--- config.mk ---
export PLATFORM = sky130hd
export DESIGN_NAME = result_stage
export DESIGN_NICKNAME = d
export VERILOG_FILES = /design/src/source/cpu_pkg.sv /design/src/source/result_stage.sv
export SDC_FILE = /design/constraint.sdc
export NUM_CORES = 2
export LEC_CHECK = 0
export ABC_CLOCK_PERIOD_IN_PS = 38800
export BUFFER_PORTS_ARGS = -buffer_cell sky130_fd_sc_hd__buf_2
export CAP_MARGIN = 20
export CORE_MARGIN = 3
export CORE_UTILIZATION = 45
export CTS_CLUSTER_DIAMETER = 150
export DETAILED_ROUTE_END_ITERATION = 10
export GPL_TIMING_DRIVEN = 0
export PLACE_DENSITY_LB_ADDON = 0.15
export REMOVE_ABC_BUFFERS = 1
export SETUP_SLACK_MARGIN = 0.1
export SLEW_MARGIN = 20
export SYNTH_ARGS = -nofsm -noshare
export SYNTH_HDL_FRONTEND = slang
export SYNTH_SLANG_ARGS = --single-unit
--- constraint.sdc ---
create_clock -name clk -period 38.8 [get_ports clk]
set_input_delay 7.76 -clock clk [delete_from_list [all_inputs] [get_ports clk]]
set_output_delay 7.76 -clock clk [all_outputs]
set_load 0.01 [all_outputs]
--- src/source/cpu_pkg.sv ---
package cpu_pkg;

	////////////////////
	// Widths and sizes
	////////////////////
	localparam int DATA_W    = 64;
	localparam int INSTR_W   = 32;
	localparam int IMM_W     = 16;
	localparam int REG_COUNT = 8;
	localparam int MEM_WORDS = 16;
	localparam int REG_AW    = $clog2(REG_COUNT);  // 3 bits
	localparam int MEM_AW    = $clog2(MEM_WORDS);  // 4 bits
	localparam int SHAMT_W   = 6;                  // Low bits of operand b for shifts

	typedef logic [DATA_W-1:0]         data_t;      // Register or memory word
	typedef logic [REG_AW-1:0]         reg_addr_t;  // Register index
	typedef logic [MEM_AW-1:0]         mem_addr_t;  // Data memory word index
	typedef logic signed [IMM_W-1:0]   imm_t;       // Sign extended in decode
	typedef logic [INSTR_W-1:0]        instr_t;     // Raw instruction word

	typedef enum logic [3:0] {
		op_nop  = 4'd0,   // Bubble, no result
		op_add  = 4'd1,
		op_sub  = 4'd2,
		op_and  = 4'd3,
		op_or   = 4'd4,
		op_xor  = 4'd5,
		op_shl  = 4'd6,
		op_shr  = 4'd7,   // Logical
		op_addi = 4'd8,
		op_ld   = 4'd9,   // rd <= mem[rs1 + imm]
		op_st   = 4'd10   // mem[rs1 + imm] <= rs2
	} opcode_t;

	////////////////////
	// Instruction layout, msb first
	////////////////////
	typedef struct packed {
		opcode_t   op;     // 31:28
		reg_addr_t rd;     // 27:25
		reg_addr_t rs1;    // 24:22
		reg_addr_t rs2;    // 21:19
		logic [2:0] spare; // 18:16 unused
		imm_t      imm;    // 15:0
	} instr_fields_t;

	////////////////////
	// Stage records
	////////////////////
	typedef struct packed {
		logic      valid;
		opcode_t   op;
		reg_addr_t rd;
		logic      writes_reg;
		data_t     operand_a;   // rs1
		data_t     operand_b;   // rs2 or immediate
		data_t     store_data;  // rs2 for stores
	} idex_t;

	typedef struct packed {
		logic      valid;
		opcode_t   op;
		reg_addr_t rd;
		logic      writes_reg;
		data_t     alu_result;        // Also effective address for ld/st
		data_t     mem_write_data;
		logic      mem_write_enable;
	} exmem_t;

	typedef struct packed {
		opcode_t   op;
		reg_addr_t rd;
		data_t     value;  // ALU result, loaded or stored word
		mem_addr_t addr;   // Memory index for ld/st, else zero
	} result_t;

endpackage
--- src/source/result_stage.sv ---
module result_stage
	import cpu_pkg::*;
(
	input  logic      clk,
	input  logic      reset,
	input  logic      advance,     // Global pipeline enable
	input  exmem_t    exmem,

	// Result handshake
	output logic      res_valid,
	input  logic      res_ready,
	output result_t   res,

	// Register file write port
	output logic      wb_en,
	output reg_addr_t wb_rd,
	output data_t     wb_data,

	// MEM/WB destination for the hazard check
	output logic      wb_pending,
	output reg_addr_t wb_pending_rd
);

	data_t     mem [MEM_WORDS];  // Data memory

	mem_addr_t mem_idx;
	data_t     mem_rdata;
	logic      wb_writes;        // MEM/WB record writes a register
	logic      is_mem_op;
	result_t   res_next;

	assign mem_idx   = exmem.alu_result[MEM_AW-1:0];  // Low bits of the address
	assign mem_rdata = mem[mem_idx];
	assign is_mem_op = (exmem.op == op_ld) || (exmem.op == op_st);

	////////////////////
	// Data memory
	////////////////////
	always_ff @(posedge clk or posedge reset) begin
		if (reset) begin
			for (int i = 0; i < MEM_WORDS; i++) begin
				mem[i] <= '0;
			end
		end else if (advance && exmem.valid && exmem.mem_write_enable) begin
			mem[mem_idx] <= exmem.mem_write_data;  // Store on the advancing edge
		end
	end

	// Result record
	always_comb begin
		res_next    = '0;
		res_next.op = exmem.op;
		res_next.rd = exmem.rd;
		case (exmem.op)
			op_ld:   res_next.value = mem_rdata;
			op_st:   res_next.value = exmem.mem_write_data;
			default: res_next.value = exmem.alu_result;
		endcase
		res_next.addr = is_mem_op ? mem_idx : '0;
	end

	////////////////////
	// MEM/WB register
	////////////////////
	always_ff @(posedge clk or posedge reset) begin
		if (reset) begin
			res_valid <= 1'b0;
			wb_writes <= 1'b0;
			res       <= '0;
		end else if (advance) begin
			// Bubbles and no-ops produce no result
			res_valid <= exmem.valid && (exmem.op != op_nop);
			wb_writes <= exmem.valid && exmem.writes_reg;
			res       <= res_next;
		end
	end

	// Writeback on the transfer edge
	assign wb_en   = res_valid && res_ready && wb_writes;
	assign wb_rd   = res.rd;
	assign wb_data = res.value;

	assign wb_pending    = res_valid && wb_writes;
	assign wb_pending_rd = res.rd;

endmodule

==> impl_results.md <==
- Status: finished, final reports clean
- Avg Vias per Cell: 5.86
- Instance count on the critical path: 3
- Pwr Density: 49.9 mW/mm2
- Die area: 0.116 mm2
- Clock transition at the registers of the reported paths: 0.06 ns
- Seq/Total Area, Yosys: 54.9%
- Final hold viol count: 0
- Port bufs: 289
- Worst Setup Start Kind: input port
- TritonCTS Buffers: 117
- Vias: 29,752
- Maximum fanout along the worst path: 1
- Met1 usage: approximately a third
- Setup TNS after final layout: 0 ns
- Leakage: approximately 27 nW
- Reg2reg end: wb_data[18]$_DFFE_PP0P_
- NetSw: approximately 0.7 mW
- PostCTS Resize Cnt: 0
- Initial core utilization: 45.8%
- Critical Path Slowest Stage Cell: buf_2
- Floorplan die height: between 300 and 400 um
- Number of fill cells in the layout: roughly 9,000
- Synthesized area: 0.0502 mm2
- Warnings from Yosys: 0
- Post-DP HPWL: 87.9 mm
- CTS tree: done
- Switching part of the total: 24.0%
- Drt wl/cell: around 27 um
- Tmin final: 15.87 ns
- Ports: 290
- Number of synthesized flops with an enable pin: 0
- Number of post-CTS setup repair buffers: 0
- Initial antenna violation count: 8
- Arrival time at the worst endpoint: 8.11 ns
- Die Span X: 340 um
- Setup crit end kind: output port
- Gr ovfl total: 0
- Clock sink count: between 1,000 and 1,500
- Worst setup endpoint: wb_en
- Worst setup path class: in -> out
- Comb pwr share: 12.7%
- CP cell instances: buf_2, and3_1, buf_2
- Power Total: roughly 2.9 mW
- Layout Nets: 3,644
- Post-route cell area: 0.0582 mm2
- Rows: 121
- Largest net degree at the start of global routing: roughly 120
- Max-cap viol count: 0
- R2r startpoint: mem[530]$_DFFE_PP0P_
- Area of the core: 0.110 mm2
- Slowest stage delay, CP: 0.13 ns
- Final slew viol count: 0
- Library cells used by synthesis: 32
- Routing usage on met3: under 10%
- Synth Area per Inst: around 15 um2
- Area grow syn2layout: 15.9%
- CP top delay family: buffers and inverters
- Hold WS: approximately 0.48 ns
- Worst Tran Pin Value: 0.858 ns
- DRC: 0
- Setup slack after layout: 22.93 ns
- Hold Crit Class: reg -> reg
- Initial DRC Count: between 1,500 and 2,000
- Placed standard-cell area: 0.0542 mm2
- Number of global-route vias before repair: 32,890
- Routability cong.: 0.706
- WP data required: roughly 31 ns
- Critical Path Start: res_ready
- Reg power frac: 47.4%
- Buffers & Inverters on Critical Path: 2
- Worst path most repeated cell: buf_2
- Slew HR: roughly 43%
- Share of layout cells above drive strength 1: 51.8%
- GRT Overall Usage: 23.5%
- H-tree levels: 3
- Final setup fails: 0
- # hold bufs at CTS: 0
- Predominant post-synthesis flop cell: dfrtp_1
- FF/Latch Area: 0.0276 mm2
- Setup Skew: about 0.021 ns
- Area of the multi-input gates: 0.0209 mm2
- Clock tree buffer depth: 3
- Initial DRT Pass Iterations: 5
- Most used routing layer: met2
- First-pass GRT wire length: around 210 mm
- Post-route ant nets: 0
- Met2 Use GR: 39.1%
- Clock network power share: 40.0%
- CTS Root Cell: clkbuf_16
- RSZ-0062 raised after global routing: false
- Peak supply drop: 0.0321 mV
- Flops & latches, synth: about 1,100
- Cells after synthesis: 3,329
- Cell Int Power: 2.21 mW
- Worst reg-to-reg path cell count: 4
- Clock Latency Late Sink: around 0.69 ns
- Asr flop ratio synth: 100%
- Tcrit/Tclk final: 40.9%
- Fmax: 0.0630 GHz
- Total Routed Length: 136 mm
- Slack of the worst reg-to-reg path: between 30 and 40 ns
- Dpl ws: 22.93 ns
## layout by cell type, fill, tap and decap left out, types with 6 or more instances in the layout
cell / instances
dfrtp_1: 1101
nand2_4: 6
buf_12: 22
buf_4: 16
nor2_1: 67
nand2_1: 69
a22oi_1: 129
clkinv_2: 21
buf_16: 53
bufinv_16: 11
buf_8: 16
mux4_2: 191
clkbuf_8: 32
clkbuf_1: 29
mux2i_1: 130
clkbuf_16: 121
a41oi_1: 64
nor2_4: 6
o211ai_1: 63
mux2_2: 1038
buf_2: 308
mux2_1: 57
inv_1: 7
## layout make-up
cell class | count | area share (%)
clock inverter | 36 | 0.801
multi-input combinational | 1853 | 35.8
sequential | 1101 | 47.3
timing repair buffer | 420 | 6.62
tap | 1476 | 3.17
inverter | 9 | 0.0795
clock buffer | 182 | 6.14
antenna | 4 | 0.0172
## sequential cells by signal, summed over array words and instances, names as in the netlist
signal         flops
mem             1024
wb_data           64
res                8
wb_pending_rd      3
res_valid          1
wb_writes          1
## worst min-delay path by stage
stage	start	to	slack, ns	cells past startpoint
floorplan	mem[383]$_DFFE_PP0P_	mem[383]$_DFFE_PP0P_	0.45	1
global placement	mem[807]$_DFFE_PP0P_	mem[807]$_DFFE_PP0P_	0.46	1
detailed placement	mem[443]$_DFFE_PP0P_	mem[443]$_DFFE_PP0P_	0.47	1
CTS	mem[443]$_DFFE_PP0P_	mem[443]$_DFFE_PP0P_	0.48	1
global route	mem[397]$_DFFE_PP0P_	mem[397]$_DFFE_PP0P_	0.50	1
finish	mem[443]$_DFFE_PP0P_	mem[443]$_DFFE_PP0P_	0.48	1
## metal layers
metal	vias up	wire length (um)
li1	12682	-
met3	235	5580
met5	-	14
met2	669	66500
met4	4	3830
met1	16162	60200
## metrics by stage
stage / cells / util [%]
final: 5081 / 53.1
after CTS: 5077 / 53.0
after global placement: 4728 / 47.0
after floorplan: 2963 / -
after detailed placement: 4859 / 49.3
after global routing: 5079 / 53.0
## kinds of logic after synthesis
group | Yosys count | share of synthesized area (%)
simple gates | 174 | 1.52
buf+inv | 375 | 3.83
xor+xnor | 1 | 0.0174
mux | 1416 | 35.7
compound gates | 262 | 4.06
flops | 1101 | 54.9
## Yosys cell counts, types with 6 or more instances
| master | number | area share [%] |
|---|---|---|
| a22oi_1 | 129 | 1.9 |
| a41oi_1 | 64 | 1.1 |
| buf_1 | 12 | 0.090 |
| buf_2 | 113 | 1.1 |
| buf_4 | 88 | 1.3 |
| buf_6 | 6 | 0.13 |
| clkbuf_1 | 147 | 1.1 |
| dfrtp_1 | 1101 | 55 |
| inv_1 | 9 | 0.067 |
| mux2_1 | 57 | 1.3 |
| mux2_2 | 1038 | 23 |
| mux2i_1 | 130 | 2.6 |
| mux4_2 | 191 | 8.6 |
| nand2_1 | 75 | 0.56 |
| nand3_1 | 6 | 0.060 |
| nor2_1 | 67 | 0.50 |
| o211ai_1 | 63 | 0.94 |
## power groups by stage
stage          Combinational [mW]  Clock, mW  Sequential [mW]
2_1_floorplan               0.245          0             1.38
3_3_place_gp                0.364          0             1.39
3_5_place_dp                0.373          0             1.40
4_1_cts                     0.374       1.19             1.38
5_1_grt                     0.402       1.23             1.39
6_report                    0.368       1.16             1.38
Power figures use the tool's default switching activity.
