$ cat src/source/cpu_pkg.sv
package cpu_pkg;

	////////////////////
	// Widths and sizes
	////////////////////
	localparam int DATA_W    = 64;
	localparam int INSTR_W   = 32;
	localparam int IMM_W     = 16;
	localparam int REG_COUNT = 8;
	localparam int MEM_WORDS = 16;
	localparam int REG_AW    = $clog2(REG_COUNT);  // 3 bits
	localparam int MEM_AW    = $clog2(MEM_WORDS);  // 4 bits
	localparam int SHAMT_W   = 6;                  // Low bits of operand b for shifts

	typedef logic [DATA_W-1:0]         data_t;      // Register or memory word
	typedef logic [REG_AW-1:0]         reg_addr_t;  // Register index
	typedef logic [MEM_AW-1:0]         mem_addr_t;  // Data memory word index
	typedef logic signed [IMM_W-1:0]   imm_t;       // Sign extended in decode
	typedef logic [INSTR_W-1:0]        instr_t;     // Raw instruction word

	typedef enum logic [3:0] {
		op_nop  = 4'd0,   // Bubble, no result
		op_add  = 4'd1,
		op_sub  = 4'd2,
		op_and  = 4'd3,
		op_or   = 4'd4,
		op_xor  = 4'd5,
		op_shl  = 4'd6,
		op_shr  = 4'd7,   // Logical
		op_addi = 4'd8,
		op_ld   = 4'd9,   // rd <= mem[rs1 + imm]
		op_st   = 4'd10   // mem[rs1 + imm] <= rs2
	} opcode_t;

	////////////////////
	// Instruction layout, msb first
	////////////////////
	typedef struct packed {
		opcode_t   op;     // 31:28
		reg_addr_t rd;     // 27:25
		reg_addr_t rs1;    // 24:22
		reg_addr_t rs2;    // 21:19
		logic [2:0] spare; // 18:16 unused
		imm_t      imm;    // 15:0
	} instr_fields_t;

	////////////////////
	// Stage records
	////////////////////
	typedef struct packed {
		logic      valid;
		opcode_t   op;
		reg_addr_t rd;
		logic      writes_reg;
		data_t     operand_a;   // rs1
		data_t     operand_b;   // rs2 or immediate
		data_t     store_data;  // rs2 for stores
	} idex_t;

	typedef struct packed {
		logic      valid;
		opcode_t   op;
		reg_addr_t rd;
		logic      writes_reg;
		data_t     alu_result;        // Also effective address for ld/st
		data_t     mem_write_data;
		logic      mem_write_enable;
	} exmem_t;

	typedef struct packed {
		opcode_t   op;
		reg_addr_t rd;
		data_t     value;  // ALU result, loaded or stored word
		mem_addr_t addr;   // Memory index for ld/st, else zero
	} result_t;

endpackage
$ cat src/source/register_file.sv
module register_file
	import cpu_pkg::*;
(
	input  logic      clk,
	input  logic      reset,

	// Read ports, combinational
	input  reg_addr_t rs1_addr,
	input  reg_addr_t rs2_addr,
	output data_t     rs1_data,
	output data_t     rs2_data,

	// Write port from result stage
	input  logic      wb_en,
	input  reg_addr_t wb_rd,
	input  data_t     wb_data
);

	data_t regs [REG_COUNT];

	logic  bypass1;  // Same-cycle write hits read port 1
	logic  bypass2;

	////////////////////
	// Write port
	////////////////////
	always_ff @(posedge clk or posedge reset) begin
		if (reset) begin
			for (int i = 0; i < REG_COUNT; i++) begin
				regs[i] <= '0;  // All registers read zero out of reset
			end
		end else if (wb_en) begin
			regs[wb_rd] <= wb_data;
		end
	end

	////////////////////
	// Read ports with write-first bypass
	////////////////////
	assign bypass1 = wb_en && (wb_rd == rs1_addr);
	assign bypass2 = wb_en && (wb_rd == rs2_addr);

	// Decode sees the value being written this cycle
	assign rs1_data = bypass1 ? wb_data : regs[rs1_addr];
	assign rs2_data = bypass2 ? wb_data : regs[rs2_addr];

endmodule

$ cat config.mk
export PLATFORM = sky130hd
export DESIGN_NAME = register_file
export DESIGN_NICKNAME = d
export VERILOG_FILES = /design/src/source/cpu_pkg.sv /design/src/source/register_file.sv
export SDC_FILE = /design/constraint.sdc
export NUM_CORES = 1
export LEC_CHECK = 0
export BUFFER_PORTS_ARGS = -buffer_cell sky130_fd_sc_hd__buf_2
export CAP_MARGIN = 5
export CELL_PAD_IN_SITES_DETAIL_PLACEMENT = 2
export CELL_PAD_IN_SITES_GLOBAL_PLACEMENT = 2
export CORE_ASPECT_RATIO = 0.7
export CORE_UTILIZATION = 45
export CTS_CLUSTER_SIZE = 8
export DETAILED_ROUTE_END_ITERATION = 12
export GPL_TIMING_DRIVEN = 0
export PLACE_DENSITY_LB_ADDON = 0.1
export SYNTH_ARGS = -nofsm -noshare
export SYNTH_HDL_FRONTEND = slang
export SYNTH_SLANG_ARGS = --single-unit
$ cat constraint.sdc
create_clock -name clk -period 20.9 [get_ports clk]
set_input_delay 2.09 -clock clk [delete_from_list [all_inputs] [get_ports clk]]
set_output_delay 2.09 -clock clk [all_outputs]
set_load 0.03 [all_outputs]
==> results of run 1 <==
==> Yosys cell counts (all sizes together) <==
master  number  share of area
mux4       256           0.20
nand2b       1        0.00022
nand4b       3        0.00092
nor3         2        0.00070
nand4        3        0.00066
nor3b        2        0.00053
mux2       768           0.30
xnor2        6         0.0018
clkbuf      39         0.0052
inv          1        0.00013
dfrtp      512           0.45
buf        166          0.032
nand2        1        0.00013
==> cells by family after synthesis <==
kind of cell | share of synthesized area
simple gates | 0.00317
flops | 0.451
mux | 0.507
buf+inv | 0.0368
xor+xnor | 0.00185
==> cell type report <==
class | instances | area [sq um] | share of cell area
multi-input cells | 1042 | 14600 | 0.452
flip-flops and latches | 512 | 12800 | 0.398
clock buffers | 77 | 1930 | 0.0599
diodes | 2 | 5.00 | 0.000156
repair buffers | 137 | 776 | 0.0241
inverters | 1 | 11.3 | 0.000350
plain buffers | 205 | 1040 | 0.0324
well taps | 819 | 1020 | 0.0319
clock inverters | 2 | 17.5 | 0.000544
==> metrics by stage <==
stage | hold slack (ns) | std cells | setup TNS [ns]
finish | 0.510 | 2797 | 0
global route | 0.521 | 2796 | 0
detailed placement | 0.501 | 2716 | 0
CTS | 0.513 | 2795 | 0
global placement | 0.482 | 2712 | -772.83
floorplan | 0.471 | 1760 | 0
==> power breakdown <==
group          internal [mW]  leakage [nW]  switching [mW]
registers               1.21          6.14           0.172
clock network          0.643         0.958           0.436
logic                  0.531          6.09           0.462
total                   2.39          13.2            1.07
==> worst min-delay path by stage <==
| stage | start | end | slack (ns) | cells after the start |
|---|---|---|---|---|
| after CTS | regs[225] | regs[225] | 0.51 | 1 |
| after global placement | regs[502] | regs[502] | 0.48 | 1 |
| after floorplan | regs[195] | regs[195] | 0.47 | 1 |
| final | regs[235] | regs[235] | 0.51 | 1 |
| after global routing | regs[212] | regs[212] | 0.52 | 1 |
| after detailed placement | regs[224] | regs[224] | 0.50 | 1 |
==> critical path, delay by kind of cell <==
kind,cells,cell delay [ns]
buffers and inverters,4,1.89
multiplexers,3,1.02
==> cell usage in the layout, fill, tap and decap left out, drive strengths merged, types with 2 or more instances in the layout <==
cell type	instances
mux2	768
nand4	3
xnor2	6
diode	2
clkbuf	116
buf	303
nor3b	2
dfrtp	512
nor3	2
nand4b	3
mux4	256
inv	3
==> routing by layer <==
layer  part of all wire  vias to the layer above
met3              0.037                      121
met2               0.47                      411
met5            0.00015                        -
met4              0.018                        2
li1                   -                     7193
met1               0.47                     9789
==> impl_summary.log, run 1 <==
INFO  metric status = completed
INFO  metric cts.path.max_buffers = 3
INFO  metric critical_path_required = ~19 ns
INFO  metric clock_tree_from_tritoncts = done
INFO  metric grt_pass1_wl = roughly 130000 microns
INFO  metric largest_register_ff_count = 512
INFO  metric clk_transition_reported_paths = 0.05 ns
INFO  metric worst_path_largest_cell_delay = 0.82 ns
INFO  metric timing.final.crit_share = 0.340
INFO  metric power.leakage = between 10 and 15 nW
INFO  metric route.final.wire_length = around 88000 microns
INFO  metric groute.layer.met3.usage = 0.0430
INFO  metric setup.worst_path.end_class = output port
INFO  metric gr-usage-met1 = 0.418
INFO  metric critPathSlowestCell = buf_1
INFO  metric first_global_vias = between 15000 and 20000
INFO  metric syn_to_final_growth = 13.2%
INFO  metric critical_path.reg2reg.startpoint = regs[501]
INFO  metric timing.final.max_slew_violations = 0
INFO  metric drc_errors = 0
INFO  metric num_vias = 17500
INFO  metric cts.sink_count = between 500 and 600
INFO  metric floorplan.core_area = ~0.062 sq mm
INFO  metric synth.net_count = 1836
INFO  metric fin_area = between 0.03 and 0.04 sq mm
INFO  metric crit_path_cell_trace = buf_2 > clkbuf_1 > buf_1 > mux4_2 > mux2_2 > mux2_2 > buf_2
INFO  metric vdd_ir_drop_max = ~51 uV
INFO  metric synth_cell_type_count = 16
INFO  metric buffer_ports.inserted = approximately 130
INFO  metric hold_violations = 0
INFO  metric insertion_delay = roughly 0.6 ns
INFO  metric antenna_found_initial = 2
INFO  metric place.detailed.hpwl = roughly 57000 microns
INFO  metric drive_above_1_share = 0.641
INFO  metric setup_ws = 13.80 ns
INFO  metric dieWidth = slightly above 300 microns
INFO  metric vias_per_cell = between 6 and 7
INFO  metric ios = 204
INFO  metric worst_slew_pin_tran = about 1.4 ns
INFO  metric post_cts_resize_count = 0
INFO  metric total_power = ~3.5 mW
INFO  metric grt_setup_unrepaired = no
INFO  metric worst_hold_path_type = reg2reg
INFO  metric max-slew-margin-rel = 0.0852
INFO  metric final_core_utilization = 0.519
INFO  metric grt_most_used_layer = met2
INFO  metric power_per_cell_area = roughly 110 mW/mm^2
INFO  metric rows = between 70 and 80
INFO  metric timing.fmax = 141 MHz
INFO  metric avgSynthCellArea = between 15 and 20 sq um
INFO  metric gr-usage-all-layers = 0.285
INFO  metric starting_density = 0.458
INFO  metric post_cts_buffers = 0
INFO  metric holdBufCountCts = 0
INFO  metric syn_inst = around 1800
INFO  metric gr-total-overflow = 0
INFO  metric ant_nets = 0
INFO  metric number_of_design_rule_violations_left_by_the_first_detailed_router_iteration = 936
INFO  metric first_pass_iters = 5
INFO  metric top_register = regs
INFO  metric ys_ff_latch = approximately 500
INFO  metric fp.dieArea = between 0.06 and 0.07 sq mm
INFO  metric reg2reg_setup_slack = between 20 and 25 ns
INFO  metric classification_of_the_worst_setup_path = in2out
INFO  metric period_needed = 7.10 ns
INFO  metric rr_worst_depth = 1
INFO  metric pre_cts_slack = between 10 and 15 ns
INFO  metric root_buffer = clkbuf_16
INFO  metric r2r_end = regs[501]
INFO  metric final_number_of_setup_violating_endpoints = 0
INFO  metric arrival = ~5 ns
INFO  metric place_area = between 0.03 and 0.04 sq mm
INFO  metric worst_clock_skew = 0 ns
INFO  metric average_detailed_routed_wire_length_per_instance = between 30 and 40 microns
INFO  metric use_met2 = 0.445
INFO  metric grt_start_max_net_pins = between 100 and 150
INFO  metric fillerInstances = approximately 5600
INFO  metric cts_buffers = 73
INFO  metric cap_violations = 0
INFO  metric netlist_area = approximately 0.028 sq mm
INFO  metric critical_path_peak_fanout = 10
INFO  metric critical_path.startpoint_type = input port
INFO  metric fin_nets = 2048
INFO  metric crit_start = rs2_addr[1]
INFO  metric seq_area_frac_synth = 0.451
INFO  metric biggestRegsByFlops = regs x512
INFO  metric setup.worst_path.end = rs2_data[62]
INFO  metric fp.dieH = between 200 and 250 microns
INFO  metric synth.yosys.warnings = 0
INFO  metric place.gp.congestion = 0.783
INFO  metric cts.htree.levels = 3
(Power assumes the default switching activity.)
==> run 2, diff against run 1 <==
CORE_UTILIZATION = 41   (was 45)
clock period = 6.47 ns   (was 20.9 ns; I/O delays follow)
==> impl_summary.log, run 2 (synthesized netlist as in run 1, its figures left out) <==
INFO  metric status = completed
INFO  metric fin_nets = 2059 (+0.54%)
INFO  metric fin_setup_tns = 0 ns (unchanged)
INFO  metric worst_clock_skew = 0 ns (unchanged)
INFO  metric classification_of_the_worst_setup_path = in2out
INFO  metric antenna_found_initial = 6 (+4)
INFO  metric grt_start_max_net_pins = 43 (-64%)
INFO  metric timing.final.max_slew_violations = 0 (unchanged)
INFO  metric post_cts_resize_count = 0 (unchanged)
INFO  metric cap_violations = 0 (unchanged)
INFO  metric cts.path.max_buffers = 3 (unchanged)
INFO  metric insertion_delay = 0.61 ns (about the same)
INFO  metric fillerInstances = 6256 (+12%)
INFO  metric vias_per_cell = 5.97 (-4.6%)
INFO  metric power_per_cell_area = 345 mW/mm^2 (+220%)
INFO  metric drc_errors = 0 (unchanged)
INFO  metric clk_transition_reported_paths = 0.05 ns (about the same)
INFO  metric fp.dieArea = 0.0704 sq mm (+9.7%)
INFO  metric layout.cells.most_common = mux2_2
INFO  metric critical_path_peak_fanout = 10 (unchanged)
INFO  metric critical-path-top-delay-family = buffers and inverters
INFO  metric reg2reg_setup_slack = 5.63 ns (-14.42 ns)
INFO  metric power.leakage = 13.3 nW (+0.80%)
INFO  metric cts_buffers = 73 (unchanged)
INFO  metric grt_setup_unrepaired = no
INFO  metric floorplan.core_area = 0.0684 sq mm (+10%)
INFO  metric largest_register_ff_count = 512 (unchanged)
INFO  metric final_cell_mix = mux2_2, dfrtp_1, mux4_2
INFO  metric crit_cells = 7 (unchanged)
INFO  metric worst_hold_path_type = in2async
INFO  metric timing.final.crit_share = 0.645
INFO  metric dieWidth = 317 microns (+4.7%)
INFO  metric grt_pass1_wl = 134000 microns (+0.42%)
INFO  metric worst_slew_pin_tran = 1.24 ns (-0.123 ns)
INFO  metric final_number_of_setup_violating_endpoints = 0 (unchanged)
INFO  metric area_of_the_multi_input_gates = 0.0146 sq mm (unchanged)
INFO  metric gr-usage-all-layers = 0.260 (-0.0244)
INFO  metric place.gp.congestion = 0.762 (-2.8%)
INFO  metric buffer_ports.inserted = 133 (unchanged)
INFO  metric rows = 80 (+5.3%)
INFO  metric num_vias = 17300 (-1.4%)
INFO  metric starting_density = 0.416 (-0.0427)
INFO  metric arrival = 3.53 ns (-1.48 ns)
INFO  metric drive_above_1_share = 0.643 (+0.00217)
INFO  metric ios = 204 (unchanged)
INFO  metric cts.htree.levels = 3 (unchanged)
INFO  metric seq_cell_area = 0.0128 sq mm (unchanged)
INFO  metric number_of_design_rule_violations_left_by_the_first_detailed_router_iteration = 920 (-1.7%)
INFO  metric ant_nets = 0 (unchanged)
INFO  metric setup.worst_path.end_class = output port
INFO  metric route.final.wire_length = 88700 microns (+0.39%)
INFO  metric top_register = regs
INFO  metric gr-total-overflow = 0 (unchanged)
INFO  metric average_detailed_routed_wire_length_per_instance = 30.7 microns (-2.9%)
INFO  metric worst_path_largest_cell_delay = 0.88 ns (+0.06 ns)
INFO  metric timing.fmax = about 240 MHz
INFO  metric path_buf_inv = 4 (unchanged)
INFO  metric cts.sink_count = 512 (unchanged)
INFO  metric root_buffer = clkbuf_16
INFO  metric total_power = 11.2 mW (+220%)
INFO  metric syn_to_final_growth = 14.4%
INFO  metric critPathSlowestCell = clkbuf_1
INFO  metric first_global_vias = 19700 (-0.46%)
INFO  metric holdBufCountCts = 0 (unchanged)
INFO  metric critical_path.startpoint_type = input port
INFO  metric biggestRegsByFlops = regs x512
INFO  metric place.detailed.hpwl = 58400 microns (+3.4%)
INFO  metric hold_violations = 0 (unchanged)
INFO  metric vdd_ir_drop_max = 179 uV (+250%)
INFO  metric post_cts_buffers = 0 (unchanged)
INFO  metric rr_worst_depth = 1 (unchanged)
INFO  metric fp.dieH = 222 microns (+4.7%)
INFO  metric max-slew-margin-rel = 0.168 (+0.0827)
INFO  metric crit_path_cell_trace = buf_2 > buf_1 > clkbuf_1 > mux4_2 > mux2_2 > mux2_2 > buf_2
INFO  metric clock_tree_from_tritoncts = done
INFO  metric first_pass_iters = 4 (-1)
INFO  metric critical_path_required = 5.82 ns (-12.99 ns)
INFO  metric period_needed = around 4.2 ns
==> run 2: path summary, 6_finish.rpt <==
kind                             start            to
max reg2reg                  regs[503]     regs[503]
max                        rs1_addr[1]  rs1_data[58]
min reg2reg                  regs[225]     regs[225]
min                              reset     regs[376]
max in group asynchronous        reset      regs[92]
min in group clk             regs[225]     regs[225]
==> run 2: per-layer routing <==
metal	GRT usage	vias up	wire, microns	share of wire
met3	0.0497	136	3710	0.042
met1	0.381	9551	42100	0.47
met5	0	-	47	0.00053
met4	0.0667	8	1970	0.022
li1	-	7222	-	-
met2	0.398	347	40800	0.46
==> run 2: cell type report <==
| class | count | area share |
|---|---|---|
| Clock inverter | 1 | 0.000269 |
| Antenna cell | 1 | 0.0000770 |
| Clock buffer | 79 | 0.0608 |
| Sequential cell | 512 | 0.394 |
| Timing Repair Buffer | 148 | 0.0298 |
| Multi-Input combinational cell | 1042 | 0.448 |
| Buffer | 205 | 0.0321 |
| Tap cell | 902 | 0.0347 |
| Inverter | 1 | 0.000231 |
==> run 2: metrics by stage <==
| stage | instance area [sq um] | cells | hold slack [ns] | utilization | setup WS [ns] |
|---|---|---|---|---|---|
| 3_5_place_dp | 30500 | 2810 | 0.499 | 0.446 | 2.35 |
| 6_report | 32500 | 2891 | 0.118 | 0.475 | 2.30 |
| 2_1_floorplan | 28400 | 1760 | 0.471 | - | -1.13 |
| 5_1_grt | 32500 | 2890 | 0.139 | 0.475 | 2.23 |
| 3_3_place_gp | 30200 | 2795 | 0.481 | 0.442 | -4.51 |
| 4_1_cts | 32500 | 2890 | 0.105 | 0.475 | 2.29 |
==> run 2: where the power goes <==
part           internal, mW  total (mW)  switching (mW)
registers              3.92        4.47           0.546
logic                  1.72        3.21            1.49
clock network          2.12        3.53            1.41
total                  7.77        11.2            3.44
