File: src/source/cpu_pkg.sv
package cpu_pkg;

	////////////////////
	// Widths and sizes
	////////////////////
	localparam int DATA_W    = 64;
	localparam int INSTR_W   = 32;
	localparam int IMM_W     = 16;
	localparam int REG_COUNT = 8;
	localparam int MEM_WORDS = 16;
	localparam int REG_AW    = $clog2(REG_COUNT);  // 3 bits
	localparam int MEM_AW    = $clog2(MEM_WORDS);  // 4 bits
	localparam int SHAMT_W   = 6;                  // Low bits of operand b for shifts

	typedef logic [DATA_W-1:0]         data_t;      // Register or memory word
	typedef logic [REG_AW-1:0]         reg_addr_t;  // Register index
	typedef logic [MEM_AW-1:0]         mem_addr_t;  // Data memory word index
	typedef logic signed [IMM_W-1:0]   imm_t;       // Sign extended in decode
	typedef logic [INSTR_W-1:0]        instr_t;     // Raw instruction word

	typedef enum logic [3:0] {
		op_nop  = 4'd0,   // Bubble, no result
		op_add  = 4'd1,
		op_sub  = 4'd2,
		op_and  = 4'd3,
		op_or   = 4'd4,
		op_xor  = 4'd5,
		op_shl  = 4'd6,
		op_shr  = 4'd7,   // Logical
		op_addi = 4'd8,
		op_ld   = 4'd9,   // rd <= mem[rs1 + imm]
		op_st   = 4'd10   // mem[rs1 + imm] <= rs2
	} opcode_t;

	////////////////////
	// Instruction layout, msb first
	////////////////////
	typedef struct packed {
		opcode_t   op;     // 31:28
		reg_addr_t rd;     // 27:25
		reg_addr_t rs1;    // 24:22
		reg_addr_t rs2;    // 21:19
		logic [2:0] spare; // 18:16 unused
		imm_t      imm;    // 15:0
	} instr_fields_t;

	////////////////////
	// Stage records
	////////////////////
	typedef struct packed {
		logic      valid;
		opcode_t   op;
		reg_addr_t rd;
		logic      writes_reg;
		data_t     operand_a;   // rs1
		data_t     operand_b;   // rs2 or immediate
		data_t     store_data;  // rs2 for stores
	} idex_t;

	typedef struct packed {
		logic      valid;
		opcode_t   op;
		reg_addr_t rd;
		logic      writes_reg;
		data_t     alu_result;        // Also effective address for ld/st
		data_t     mem_write_data;
		logic      mem_write_enable;
	} exmem_t;

	typedef struct packed {
		opcode_t   op;
		reg_addr_t rd;
		data_t     value;  // ALU result, loaded or stored word
		mem_addr_t addr;   // Memory index for ld/st, else zero
	} result_t;

endpackage
File: src/source/decode_stage.sv
module decode_stage
	import cpu_pkg::*;
(
	input  logic      clk,
	input  logic      reset,
	input  logic      advance,        // Global pipeline enable

	// Instruction handshake
	input  logic      instr_valid,
	output logic      instr_ready,
	input  instr_t    instr,

	// Register file read
	output reg_addr_t rs1_addr,
	output reg_addr_t rs2_addr,
	input  data_t     rs1_data,
	input  data_t     rs2_data,

	// In-flight destinations for the hazard check
	input  exmem_t    exmem,
	input  logic      wb_pending,
	input  reg_addr_t wb_pending_rd,

	output idex_t     idex
);

	instr_fields_t f;

	logic  legal;       // Opcode produces a pipeline record
	logic  uses_rs1;
	logic  uses_rs2;
	logic  writes_reg;
	logic  imm_op;      // Operand b from immediate
	logic  hazard;
	logic  accept;
	data_t imm_ext;
	idex_t idex_next;

	// True when a valid writing entry targets a source we read
	function automatic logic src_hit(
		input logic      entry_valid,
		input reg_addr_t entry_rd,
		input reg_addr_t src1,
		input reg_addr_t src2,
		input logic      use1,
		input logic      use2
	);
		logic hit;
		hit = (use1 && (src1 == entry_rd)) || (use2 && (src2 == entry_rd));
		return entry_valid && hit;
	endfunction

	assign f = instr_fields_t'(instr);

	////////////////////
	// Field decode
	////////////////////
	always_comb begin
		legal      = 1'b0;
		uses_rs1   = 1'b0;
		uses_rs2   = 1'b0;
		writes_reg = 1'b0;
		imm_op     = 1'b0;
		case (f.op)
			op_add, op_sub, op_and, op_or, op_xor, op_shl, op_shr: begin
				legal      = 1'b1;
				uses_rs1   = 1'b1;
				uses_rs2   = 1'b1;
				writes_reg = 1'b1;
			end
			op_addi, op_ld: begin
				legal      = 1'b1;
				uses_rs1   = 1'b1;
				writes_reg = 1'b1;
				imm_op     = 1'b1;
			end
			op_st: begin
				legal    = 1'b1;
				uses_rs1 = 1'b1;  // Base
				uses_rs2 = 1'b1;  // Store data
				imm_op   = 1'b1;
			end
			default: ;  // nop and unused codes go through as bubbles
		endcase
	end

	assign rs1_addr = f.rs1;
	assign rs2_addr = f.rs2;

	////////////////////
	// RAW hazard against ID/EX, EX/MEM and MEM/WB
	////////////////////
	assign hazard =
		src_hit(idex.valid && idex.writes_reg, idex.rd, f.rs1, f.rs2, uses_rs1, uses_rs2) ||
		src_hit(exmem.valid && exmem.writes_reg, exmem.rd, f.rs1, f.rs2, uses_rs1, uses_rs2) ||
		src_hit(wb_pending, wb_pending_rd, f.rs1, f.rs2, uses_rs1, uses_rs2);

	assign instr_ready = advance && !hazard;
	assign accept      = instr_valid && instr_ready;

	assign imm_ext = {{(DATA_W-IMM_W){f.imm[IMM_W-1]}}, f.imm};

	always_comb begin
		idex_next            = '0;  // Bubble unless accepted
		idex_next.valid      = accept && legal;
		idex_next.op         = f.op;
		idex_next.rd         = f.rd;
		idex_next.writes_reg = writes_reg;
		idex_next.operand_a  = rs1_data;
		idex_next.operand_b  = imm_op ? imm_ext : rs2_data;
		idex_next.store_data = rs2_data;
	end

	// ID/EX register
	always_ff @(posedge clk or posedge reset) begin
		if (reset) begin
			idex <= '0;
		end else if (advance) begin
			idex <= idex_next;  // Stall inserts a bubble here
		end
	end

endmodule

File: config.mk
export PLATFORM = sky130hd
export DESIGN_NAME = decode_stage
export DESIGN_NICKNAME = d
export VERILOG_FILES = /design/src/source/cpu_pkg.sv /design/src/source/decode_stage.sv
export SDC_FILE = /design/constraint.sdc
export NUM_CORES = 1
export LEC_CHECK = 0
export ABC_AREA = 1
export ABC_CLOCK_PERIOD_IN_PS = 8300
export BUFFER_PORTS_ARGS = -buffer_cell sky130_fd_sc_hd__buf_2
export CORE_AREA = 2 2 201 203
export CTS_BUF_LIST = sky130_fd_sc_hd__clkbuf_8
export CTS_CLUSTER_DIAMETER = 80
export DETAILED_ROUTE_END_ITERATION = 8
export DIE_AREA = 0 0 203 205
export PLACE_DENSITY_LB_ADDON = 0.25
export REMOVE_ABC_BUFFERS = 1
export SLEW_MARGIN = 10
export SYNTH_ARGS = -nofsm -noshare
export SYNTH_HDL_FRONTEND = slang
export SYNTH_SLANG_ARGS = --single-unit
File: constraint.sdc
create_clock -name clk -period 8.3 [get_ports clk]
set_input_delay 1.66 -clock clk [delete_from_list [all_inputs] [get_ports clk]]
set_output_delay 1.66 -clock clk [all_outputs]
set_load 0.02 [all_outputs]
==> metrics.txt, run 1 <==
status finished clean; hpwl dp 19300 um; Pins Over Slew Limit 0; Largest Register idex; power share of the sequential group 43.8%; setup ws final 3.96 ns; DR DRC count 0; Worst-path clk slew 0.05 ns; drt initial violations 379; area delta synth->final 37.5%; max FFs per register 201; Worst Path Max Fanout 59; share of layout cells above drive strength 1 33.9%; Total Power 2570 uW; Sink Count 201; core footprint 39400 sq um; syn_area_per_cell 8.81 sq um; TritonCTS clock tree done; Min-Delay Path Class reg2reg; Mapped Area 8170 sq um; hold slack 0.463 ns; area share of the largest cell type after synthesis 61.6%; Tightest Pin Transition 1.05 ns; Post-Layout Cell Count 1849; Setup WS pre-CTS 3.78 ns; Sw Ratio 31.1%; setup tns final 0 ns; Worst Skew 0.00320 ns; # IOs 514; P per Cell Area 229 nW/um^2; type of origin of the critical path input port; maximum vdd drop 0.113 mV; Comb pwr share 18.2%; Starting Density 20.8%; H-tree levels 2; Worst EP arrival 2.68 ns; Final ANT Viol Nets 0; antenna violations before repair 9; CP Class in2out; grt ovf 0; GRT Total Usage 13.4%; drt wl/cell 15.4 um; Vias 7495; clk root buf clkbuf_8; synthesized instance count 927; PortBufs 377; Worst slew margin 29.9%; Clock Power Share 38.1%; Nets 1598; final hold viol count 0; setup repair bufs after CTS 0; CP endpoint kind output pin; die area 41600 sq um; RSZ-0062 raised after global routing false; biggest regs idex x201; hold_buf cts 0; switching power 800 uW; max_cap viols 0; commonest non-fill, non-tap cells in the layout 524 x nand2_1, 376 x buf_2, 201 x dfrtp_1; #FFs+latches synth 201; Routed WL 28500 um; Int Power 1770 uW; top post-synthesis cells by area dfrtp_1 62%, nand2_1 24%, o211ai_1 3.6%; Highest Clock Rate 230 MHz; GPL Wtd Cong 0.837; post-layout min period 4.34 ns; WP data required 6.64 ns; die span in x 203 um; Syn. warnings 0; largest net degree at the start of global routing 126; Static Leakage 0.00629 uW; number of global-route vias before repair 7576; Die Ht 205 um; first-pass GRT wire length 43500 um; area leader, netlist dfrtp_1; CTS Buffer Depth 3; via/cell ratio 4.05; register area share after synthesis 61.6%; cts repair resizes 0; Pre-antenna DRT Iters 4; row count 73; commonest non-fill, non-tap cell in the layout nand2_1; Final period util 52.3%; Inserted Clock Buffers 40; Setup violations, final 0; Netlist cell types 27; Clock Latency Late Sink 0.55 ns; placed insts 1775
==> worst max-delay path, cell delays in order <==
cell,delay [ns]
buf_4,0.53
and3_1,0.24
buf_2,0.17
==> per-layer routing <==
layer	global-route usage, %	up-vias	wire [um]
met5	0	-	55
met4	3.96	8	619
met3	6.25	56	2960
met2	20.2	299	12300
met1	17.1	3491	12500
li1	-	3641	-
==> cells by family (layout without fill, tap and decap cells) <==
group | after synthesis | in the layout | share of synthesized area [%]
xor+xnor | 1 | 1 | 0.107
simple gates | 550 | 550 | 25.7
flops | 201 | 201 | 61.6
buf+inv | 81 | 472 | 4.70
compound gates | 94 | 94 | 7.93
other cells | 0 | 6 | 0
==> metrics by stage <==
stage / util [%] / area, sq um
after floorplan: - / 7870
after global placement: 26.6 / 10500
after detailed placement: 26.6 / 10500
after CTS: 28.5 / 11200
after global routing: 28.5 / 11200
final: 28.5 / 11200
==> final timing paths <==
| kind | startpoint | endpoint | slack [ns] | cells past startpoint |
|---|---|---|---|---|
| min in group asynchronous | reset | idex[161] | 1.15 | 2 |
| worst min-delay path | idex[6] | idex[6] | 0.46 | 2 |
| max in group asynchronous | reset | idex[28] | 5.73 | 3 |
| worst max-delay path | advance | instr_ready | 3.96 | 3 |
| worst max register to register | idex[193] | idex[200] | 7.13 | 9 |
| worst min register to register | idex[6] | idex[6] | 0.46 | 2 |
==> Yosys cell counts (all sizes together) <==
cell / number
nand2: 525
dfrtp: 201
o211ai: 49
o21ai: 41
buf: 39
inv: 23
clkbuf: 19
nor2: 18
nand3: 4
a21oi: 2
a21boi: 1
and3: 1
nand4: 1
nor3: 1
o31ai: 1
xnor2: 1
==> power by group through the flow <==
stage,clock (uW),combinational (uW),sequential (uW)
after floorplan,0,141,1260
after global placement,0,476,1140
final,979,467,1130
after detailed placement,0,479,1140
after global routing,1080,515,1140
after CTS,1030,478,1130
==> area by class of cell <==
type,count,area [sq um]
diodes,6,15.0
clock buffers,44,606
clock inverters,24,149
fillers,4364,28100
inverters,23,101
multi-input cells,645,2760
flip-flops and latches,201,5030
well taps,525,657
repair buffers,381,1920
Note: power is estimated with default switching activity, not from simulation.
==> run 2: changes to the inputs <==
--- a/config.mk
+++ b/config.mk
@@ -6,7 +6,7 @@
 export NUM_CORES = 1
 export LEC_CHECK = 0
 export ABC_AREA = 1
-export ABC_CLOCK_PERIOD_IN_PS = 8300
+export ABC_CLOCK_PERIOD_IN_PS = 4030
 export BUFFER_PORTS_ARGS = -buffer_cell sky130_fd_sc_hd__buf_2
 export CORE_AREA = 2 2 201 203
 export CTS_BUF_LIST = sky130_fd_sc_hd__clkbuf_8
==> constraint.sdc (replaced) <==
create_clock -name clk -period 4.03 [get_ports clk]
set_input_delay 0.806 -clock clk [delete_from_list [all_inputs] [get_ports clk]]
set_output_delay 0.806 -clock clk [all_outputs]
set_load 0.02 [all_outputs]
==> metrics.txt, run 2 (same netlist as run 1, synthesis figures left out) <==
Tightest Pin Transition 0.877 ns (-0.175 ns); # IOs 514 (unchanged); final hold viol count 0 (unchanged); placed cell area 10600 sq um (+0.89%); Inserted Clock Buffers 38 (-5.0%); P per Cell Area 462 nW/um^2 (+100%); commonest non-fill, non-tap cells in the layout 524 x nand2_1, 376 x buf_2, 201 x dfrtp_1; commonest non-fill, non-tap cell in the layout nand2_1; post-layout min period 2.65 ns; CP endpoint kind output pin; TritonCTS clock tree done; maximum vdd drop 0.228 mV (+100%); share of layout cells above drive strength 1 34.8% (+0.88 points); Clock Power Share 36.8% (-1.3 points); Static Leakage 0.00629 uW (about the same); CP max-delay cell dfrtp_1; GRT Total Usage 13.5% (+0.025 points); max FFs per register 201 (unchanged); cts repair resizes 0 (unchanged); multi-input logic area 2760 sq um (unchanged); switching power 1640 uW (+110%); first-pass GRT wire length 43500 um (-0.11%); WP data required 3.22 ns (-3.42 ns); Routed WL 28500 um (about the same); number of global-route vias before repair 7512 (-0.84%); biggest regs idex x201; Final Instance Area 11300 sq um (+0.45%); power share of the sequential group 44.6% (+0.8 points); row count 73 (unchanged); Int Power 3560 uW (+100%); Final ANT Viol Nets 0 (unchanged); Nets 1605 (+0.44%); die area 41600 sq um (unchanged); CP Class reg2out; Largest Register idex; type of origin of the critical path flip-flop; CP delay by family, top simple AND/OR/NAND/NOR gates; Worst slew margin 41.6% (+12 points); grt ovf 0 (unchanged); max_cap viols 0 (unchanged); Post-Layout Cell Count 1852 (+0.16%); setup repair bufs after CTS 0 (unchanged); Pins Over Slew Limit 0 (unchanged); Sink Count 201 (unchanged); core footprint 39400 sq um (unchanged); status finished clean; DR DRC count 0 (unchanged); antenna violations before repair 9 (unchanged); Final period util 65.7%; FILL cells 4329 (-0.80%); Worst Path Max Fanout 4 (-93%); Reg area 5030 sq um (unchanged); Worst EP arrival 1.84 ns (-0.84 ns); most frequent CP cell nand2_1; drt wl/cell 15.4 um (about the same); crit path cell chain inv_1, nand2_1, nand2_1, nor2_1, nand2_1, nand3_1, nand2_1, and3_1, buf_2; die span in x 203 um (unchanged); GPL Wtd Cong 0.836 (about the same); H-tree levels 2 (unchanged); Worst-path clk slew 0.06 ns (about the same); CP max stage delay 0.38 ns (-0.15 ns); Die Ht 205 um (unchanged); hpwl dp 19700 um (+1.9%); hold_buf cts 0 (unchanged); Clock Latency Late Sink 0.56 ns (about the same); PortBufs 377 (unchanged); Min-Delay Path Class in2async; RSZ-0062 raised after global routing false; placed insts 1784 (+0.51%); Comb pwr share 18.6% (+0.4 points); Setup violations, final 0 (unchanged); Pre-antenna DRT Iters 4 (unchanged); Starting Density 20.8% (unchanged); area delta synth->final 38.1%; Vias 7494 (-0.013%); via/cell ratio 4.05 (-0.18%); setup tns final 0 ns (unchanged); Sw Ratio 31.5% (+0.44 points); hold slack 0.365 ns (-0.0981 ns); largest net degree at the start of global routing 108 (-14%); post-route core utilization 28.7% (+0.13 points); clk root buf clkbuf_8; drt initial violations 328 (-13%); CTS Buffer Depth 3 (unchanged); worst path bufs/invs 2 (unchanged); Worst Skew 0.00898 ns (+0.00579 ns); Highest Clock Rate 377 MHz
## run 2: cell count changes in the layout (fill, tap and decap cells not counted), sizes merged
cell,delta
buf,+9
inv,-8
bufinv,-2
clkbuf,+2
clkinv,+2
clkinvlp,+1
diode,-1
## run 2: per-layer routing
metal | track usage [%] | share of wire, %
met3 | 5.42 | 9.6
met5 | 0 | 0.14
met1 | 17.4 | 45
met2 | 20.3 | 43
met4 | 4.69 | 2.1
## run 2: through the flow
step / power (uW) / setup slack [ns]
final: 5210 / 1.38
after floorplan: 2890 / -2.26
after global placement: 3340 / 1.26
after CTS: 5340 / 1.31
after detailed placement: 3350 / 1.21
after global routing: 5520 / 1.24
## run 2: path summary, 6_finish.rpt
check | depth (start not counted) | to | slack (ns) | start
worst min register to register | 2 | idex[36] | 0.46 | idex[36]
worst max register to register | 9 | idex[200] | 2.83 | idex[194]
max in group asynchronous | 3 | idex[185] | 2.82 | reset
worst min-delay path | 2 | idex[161] | 0.36 | reset
worst max-delay path | 9 | instr_ready | 1.38 | idex[194]
min in group clk | 3 | idex[181] | 0.44 | rs1_data[53]
## run 2: power by group through the flow
| stage | clock [uW] | combinational [uW] | sequential [uW] |
|---|---|---|---|
| finish | 1910 | 971 | 2320 |
| global route | 2100 | 1070 | 2350 |
| global placement | 0 | 990 | 2350 |
| CTS | 2020 | 995 | 2320 |
| floorplan | 0 | 290 | 2600 |
| detailed placement | 0 | 994 | 2350 |
## run 2: layout make-up
cell class / count / area share, %
Clock inverter: 17 / 0.721
Multi-Input combinational cell: 645 / 24.4
Tap cell: 525 / 5.82
Sequential cell: 201 / 44.6
Clock buffer: 46 / 5.61
Antenna cell: 5 / 0.111
Inverter: 23 / 0.898
Timing Repair Buffer: 390 / 17.8
==> run 3: changes to the inputs <==
--- a/config.mk
+++ b/config.mk
@@ -6,7 +6,7 @@
 export NUM_CORES = 1
 export LEC_CHECK = 0
 export ABC_AREA = 1
-export ABC_CLOCK_PERIOD_IN_PS = 4030
+export ABC_CLOCK_PERIOD_IN_PS = 2300
 export BUFFER_PORTS_ARGS = -buffer_cell sky130_fd_sc_hd__buf_2
 export CORE_AREA = 2 2 201 203
 export CTS_BUF_LIST = sky130_fd_sc_hd__clkbuf_8
==> constraint.sdc (replaced) <==
create_clock -name clk -period 2.3 [get_ports clk]
set_input_delay 0.46 -clock clk [delete_from_list [all_inputs] [get_ports clk]]
set_output_delay 0.46 -clock clk [all_outputs]
set_load 0.02 [all_outputs]
==> metrics.txt, run 3 (same netlist as run 1, synthesis figures left out) <==
status finished clean; Tightest Pin Transition 0.586 ns (-0.290 ns); Final Instance Area 11600 sq um (+2.8%); Highest Clock Rate 453 MHz; Post-Layout Cell Count 1868 (+0.86%); WP data required 1.84 ns (-1.38 ns); P per Cell Area 815 nW/um^2 (+77%); Worst Hold Depth 3; Clock Latency Late Sink 0.55 ns (about the same); Worst-path clk slew 0.06 ns (about the same); max FFs per register 201 (unchanged); max_cap viols 0 (unchanged); placed insts 1794 (+0.56%); Pre-antenna DRT Iters 4 (unchanged); type of origin of the critical path flip-flop; GRT Total Usage 13.8% (+0.35 points); met2 Use GR 20.9% (+0.65 points); share of layout cells above drive strength 1 36.3% (+1.5 points); Reg-to-Reg Start idex[193]; Worst Path Max Fanout 4 (unchanged); FF-to-FF path depth 10 (+1); Largest Register idex; commonest non-fill, non-tap cells in the layout 521 x nand2_1, 375 x buf_2, 201 x dfrtp_1; DR DRC count 0 (unchanged); Static Leakage 0.00644 uW (+2.3%); GPL Wtd Cong 0.841 (+0.59%); drt initial violations 373 (+14%); clk root buf clkbuf_8; PortBufs 377 (unchanged); hpwl dp 21000 um (+6.9%); CP Class reg2out; # IOs 514 (unchanged); maximum vdd drop 0.402 mV (+76%); Nets 1619 (+0.87%); Min-Delay Path Class in2reg; Setup crit start idex[194]; biggest regs idex x201; hold worst-path end idex[151]; placed cell area 10700 sq um (+1.8%); RSZ-0062 raised after global routing true; Worst Skew 0.00386 ns (-0.00512 ns); largest net degree at the start of global routing 76 (-30%); antenna violations before repair 8 (-1); number of global-route vias before repair 7751 (+3.2%); Setup violations, final 0 (unchanged); die area 41600 sq um (unchanged); multi-input logic area 2780 sq um (+0.82%); Sink Count 201 (unchanged); Worst R2R End idex[200]; die span in x 203 um (unchanged); Die Ht 205 um (unchanged); Vias 7586 (+1.2%); Final period util 96.0%; row count 73 (unchanged); Reg area 5030 sq um (unchanged); first-pass GRT wire length 44400 um (+2.2%); area delta synth->final 42.0%; Routed WL 29100 um (+2.1%); met1 Use GR 17.5% (+0.12 points); grt peak-use layer met2; CTS Buffer Depth 3 (unchanged); Final ANT Viol Nets 0 (unchanged); CP endpoint kind output pin; post-layout min period 2.21 ns; Hold Crit Start rs1_data[23]; core footprint 39400 sq um (unchanged); Worst EP arrival 1.75 ns (-0.09 ns); drt wl/cell 15.6 um (+1.3%); via/cell ratio 4.06 (+0.36%); GRT met3 Usage 6.06% (+0.64 points); H-tree levels 2 (unchanged); commonest non-fill, non-tap cell in the layout nand2_1; Total Power 9460 uW (+82%); reg2reg setup slack 1.04 ns (-1.79 ns); grt ovf 0 (unchanged); final hold viol count 0 (unchanged); TritonCTS clock tree done; Pins Over Slew Limit 0 (unchanged); Worst slew margin 60.9% (+19 points); setup tns final 0 ns (unchanged); FILL cells 4315 (-0.32%); Inserted Clock Buffers 39 (+2.6%); Starting Density 20.8% (unchanged)
[run 3: cell types whose count changed in the layout (fill, tap and decap cells not counted), moves of 2 or more]
cell      before  now
nand2_1      524  521
nor2_1        17   15
buf_12         2   11
inv_1         29   26
nand2_2        1    4
inv_2          1    3
clkbuf_8      46   53
buf_4         12   15
clkinv_2       4    2
nor2_2         0    2
[run 3: worst max-delay path by stage]
stage	slack, ns	end
after floorplan	-3.64	idex[0]
after global placement	0.38	idex[109]
after detailed placement	0.37	idex[104]
after CTS	0.001	instr_ready
after global routing	-0.03	instr_ready
final	0.09	instr_ready
[run 3: metrics by stage]
| stage | setup slack [ns] | hold slack, ns | util, % |
|---|---|---|---|
| finish | 0.0914 | 0.0882 | 29.5 |
| global route | -0.0313 | 0.0526 | 29.5 |
| CTS | 0.00110 | 0.0162 | 29.4 |
| detailed placement | 0.374 | 0.453 | 27.3 |
| global placement | 0.377 | 0.449 | 27.3 |
| floorplan | -3.64 | 0.568 | - |
[run 3: repair_timing]
item                       4_1_cts  5_1_grt
setup buffers                    0        2
pin swaps                        1        7
setup endpoints to repair        1        1
resized for setup                4        7
hold endpoints to repair        47        0
gates cloned                     0        0
hold buffers                     1        0
[run 3: layer usage]
| layer | vias to the layer above | share of wire (%) |
|---|---|---|
| met5 | - | 0.13 |
| met4 | 6 | 2.0 |
| met3 | 46 | 11 |
| met2 | 297 | 43 |
| met1 | 3551 | 44 |
| li1 | 3686 | - |
[run 3: cell type report]
type | count | share of cell area (%)
Sequential cell | 201 | 43.3
Multi-Input combinational cell | 645 | 23.9
Timing Repair Buffer | 403 | 19.2
Clock buffer | 53 | 6.29
Tap cell | 525 | 5.66
Inverter | 23 | 0.873
Clock inverter | 14 | 0.582
Antenna cell | 4 | 0.0863
[run 3: critical path, stage by stage, from the launching register on]
cell and delay (ns):
dfrtp_1 0.40, inv_2 0.09, nor2_1 0.05, nor2_2 0.13
nand3_1 0.10, nand3_2 0.08, nand2_2 0.06, and3_4 0.16
buf_6 0.12
[run 3: power breakdown]
part | internal [uW] | total [uW] | switching [uW] | leakage (uW)
sequential | 3880 | 4070 | 187 | 0.00245
combinational | 598 | 1750 | 1150 | 0.00355
clock | 2040 | 3630 | 1590 | 0.000442
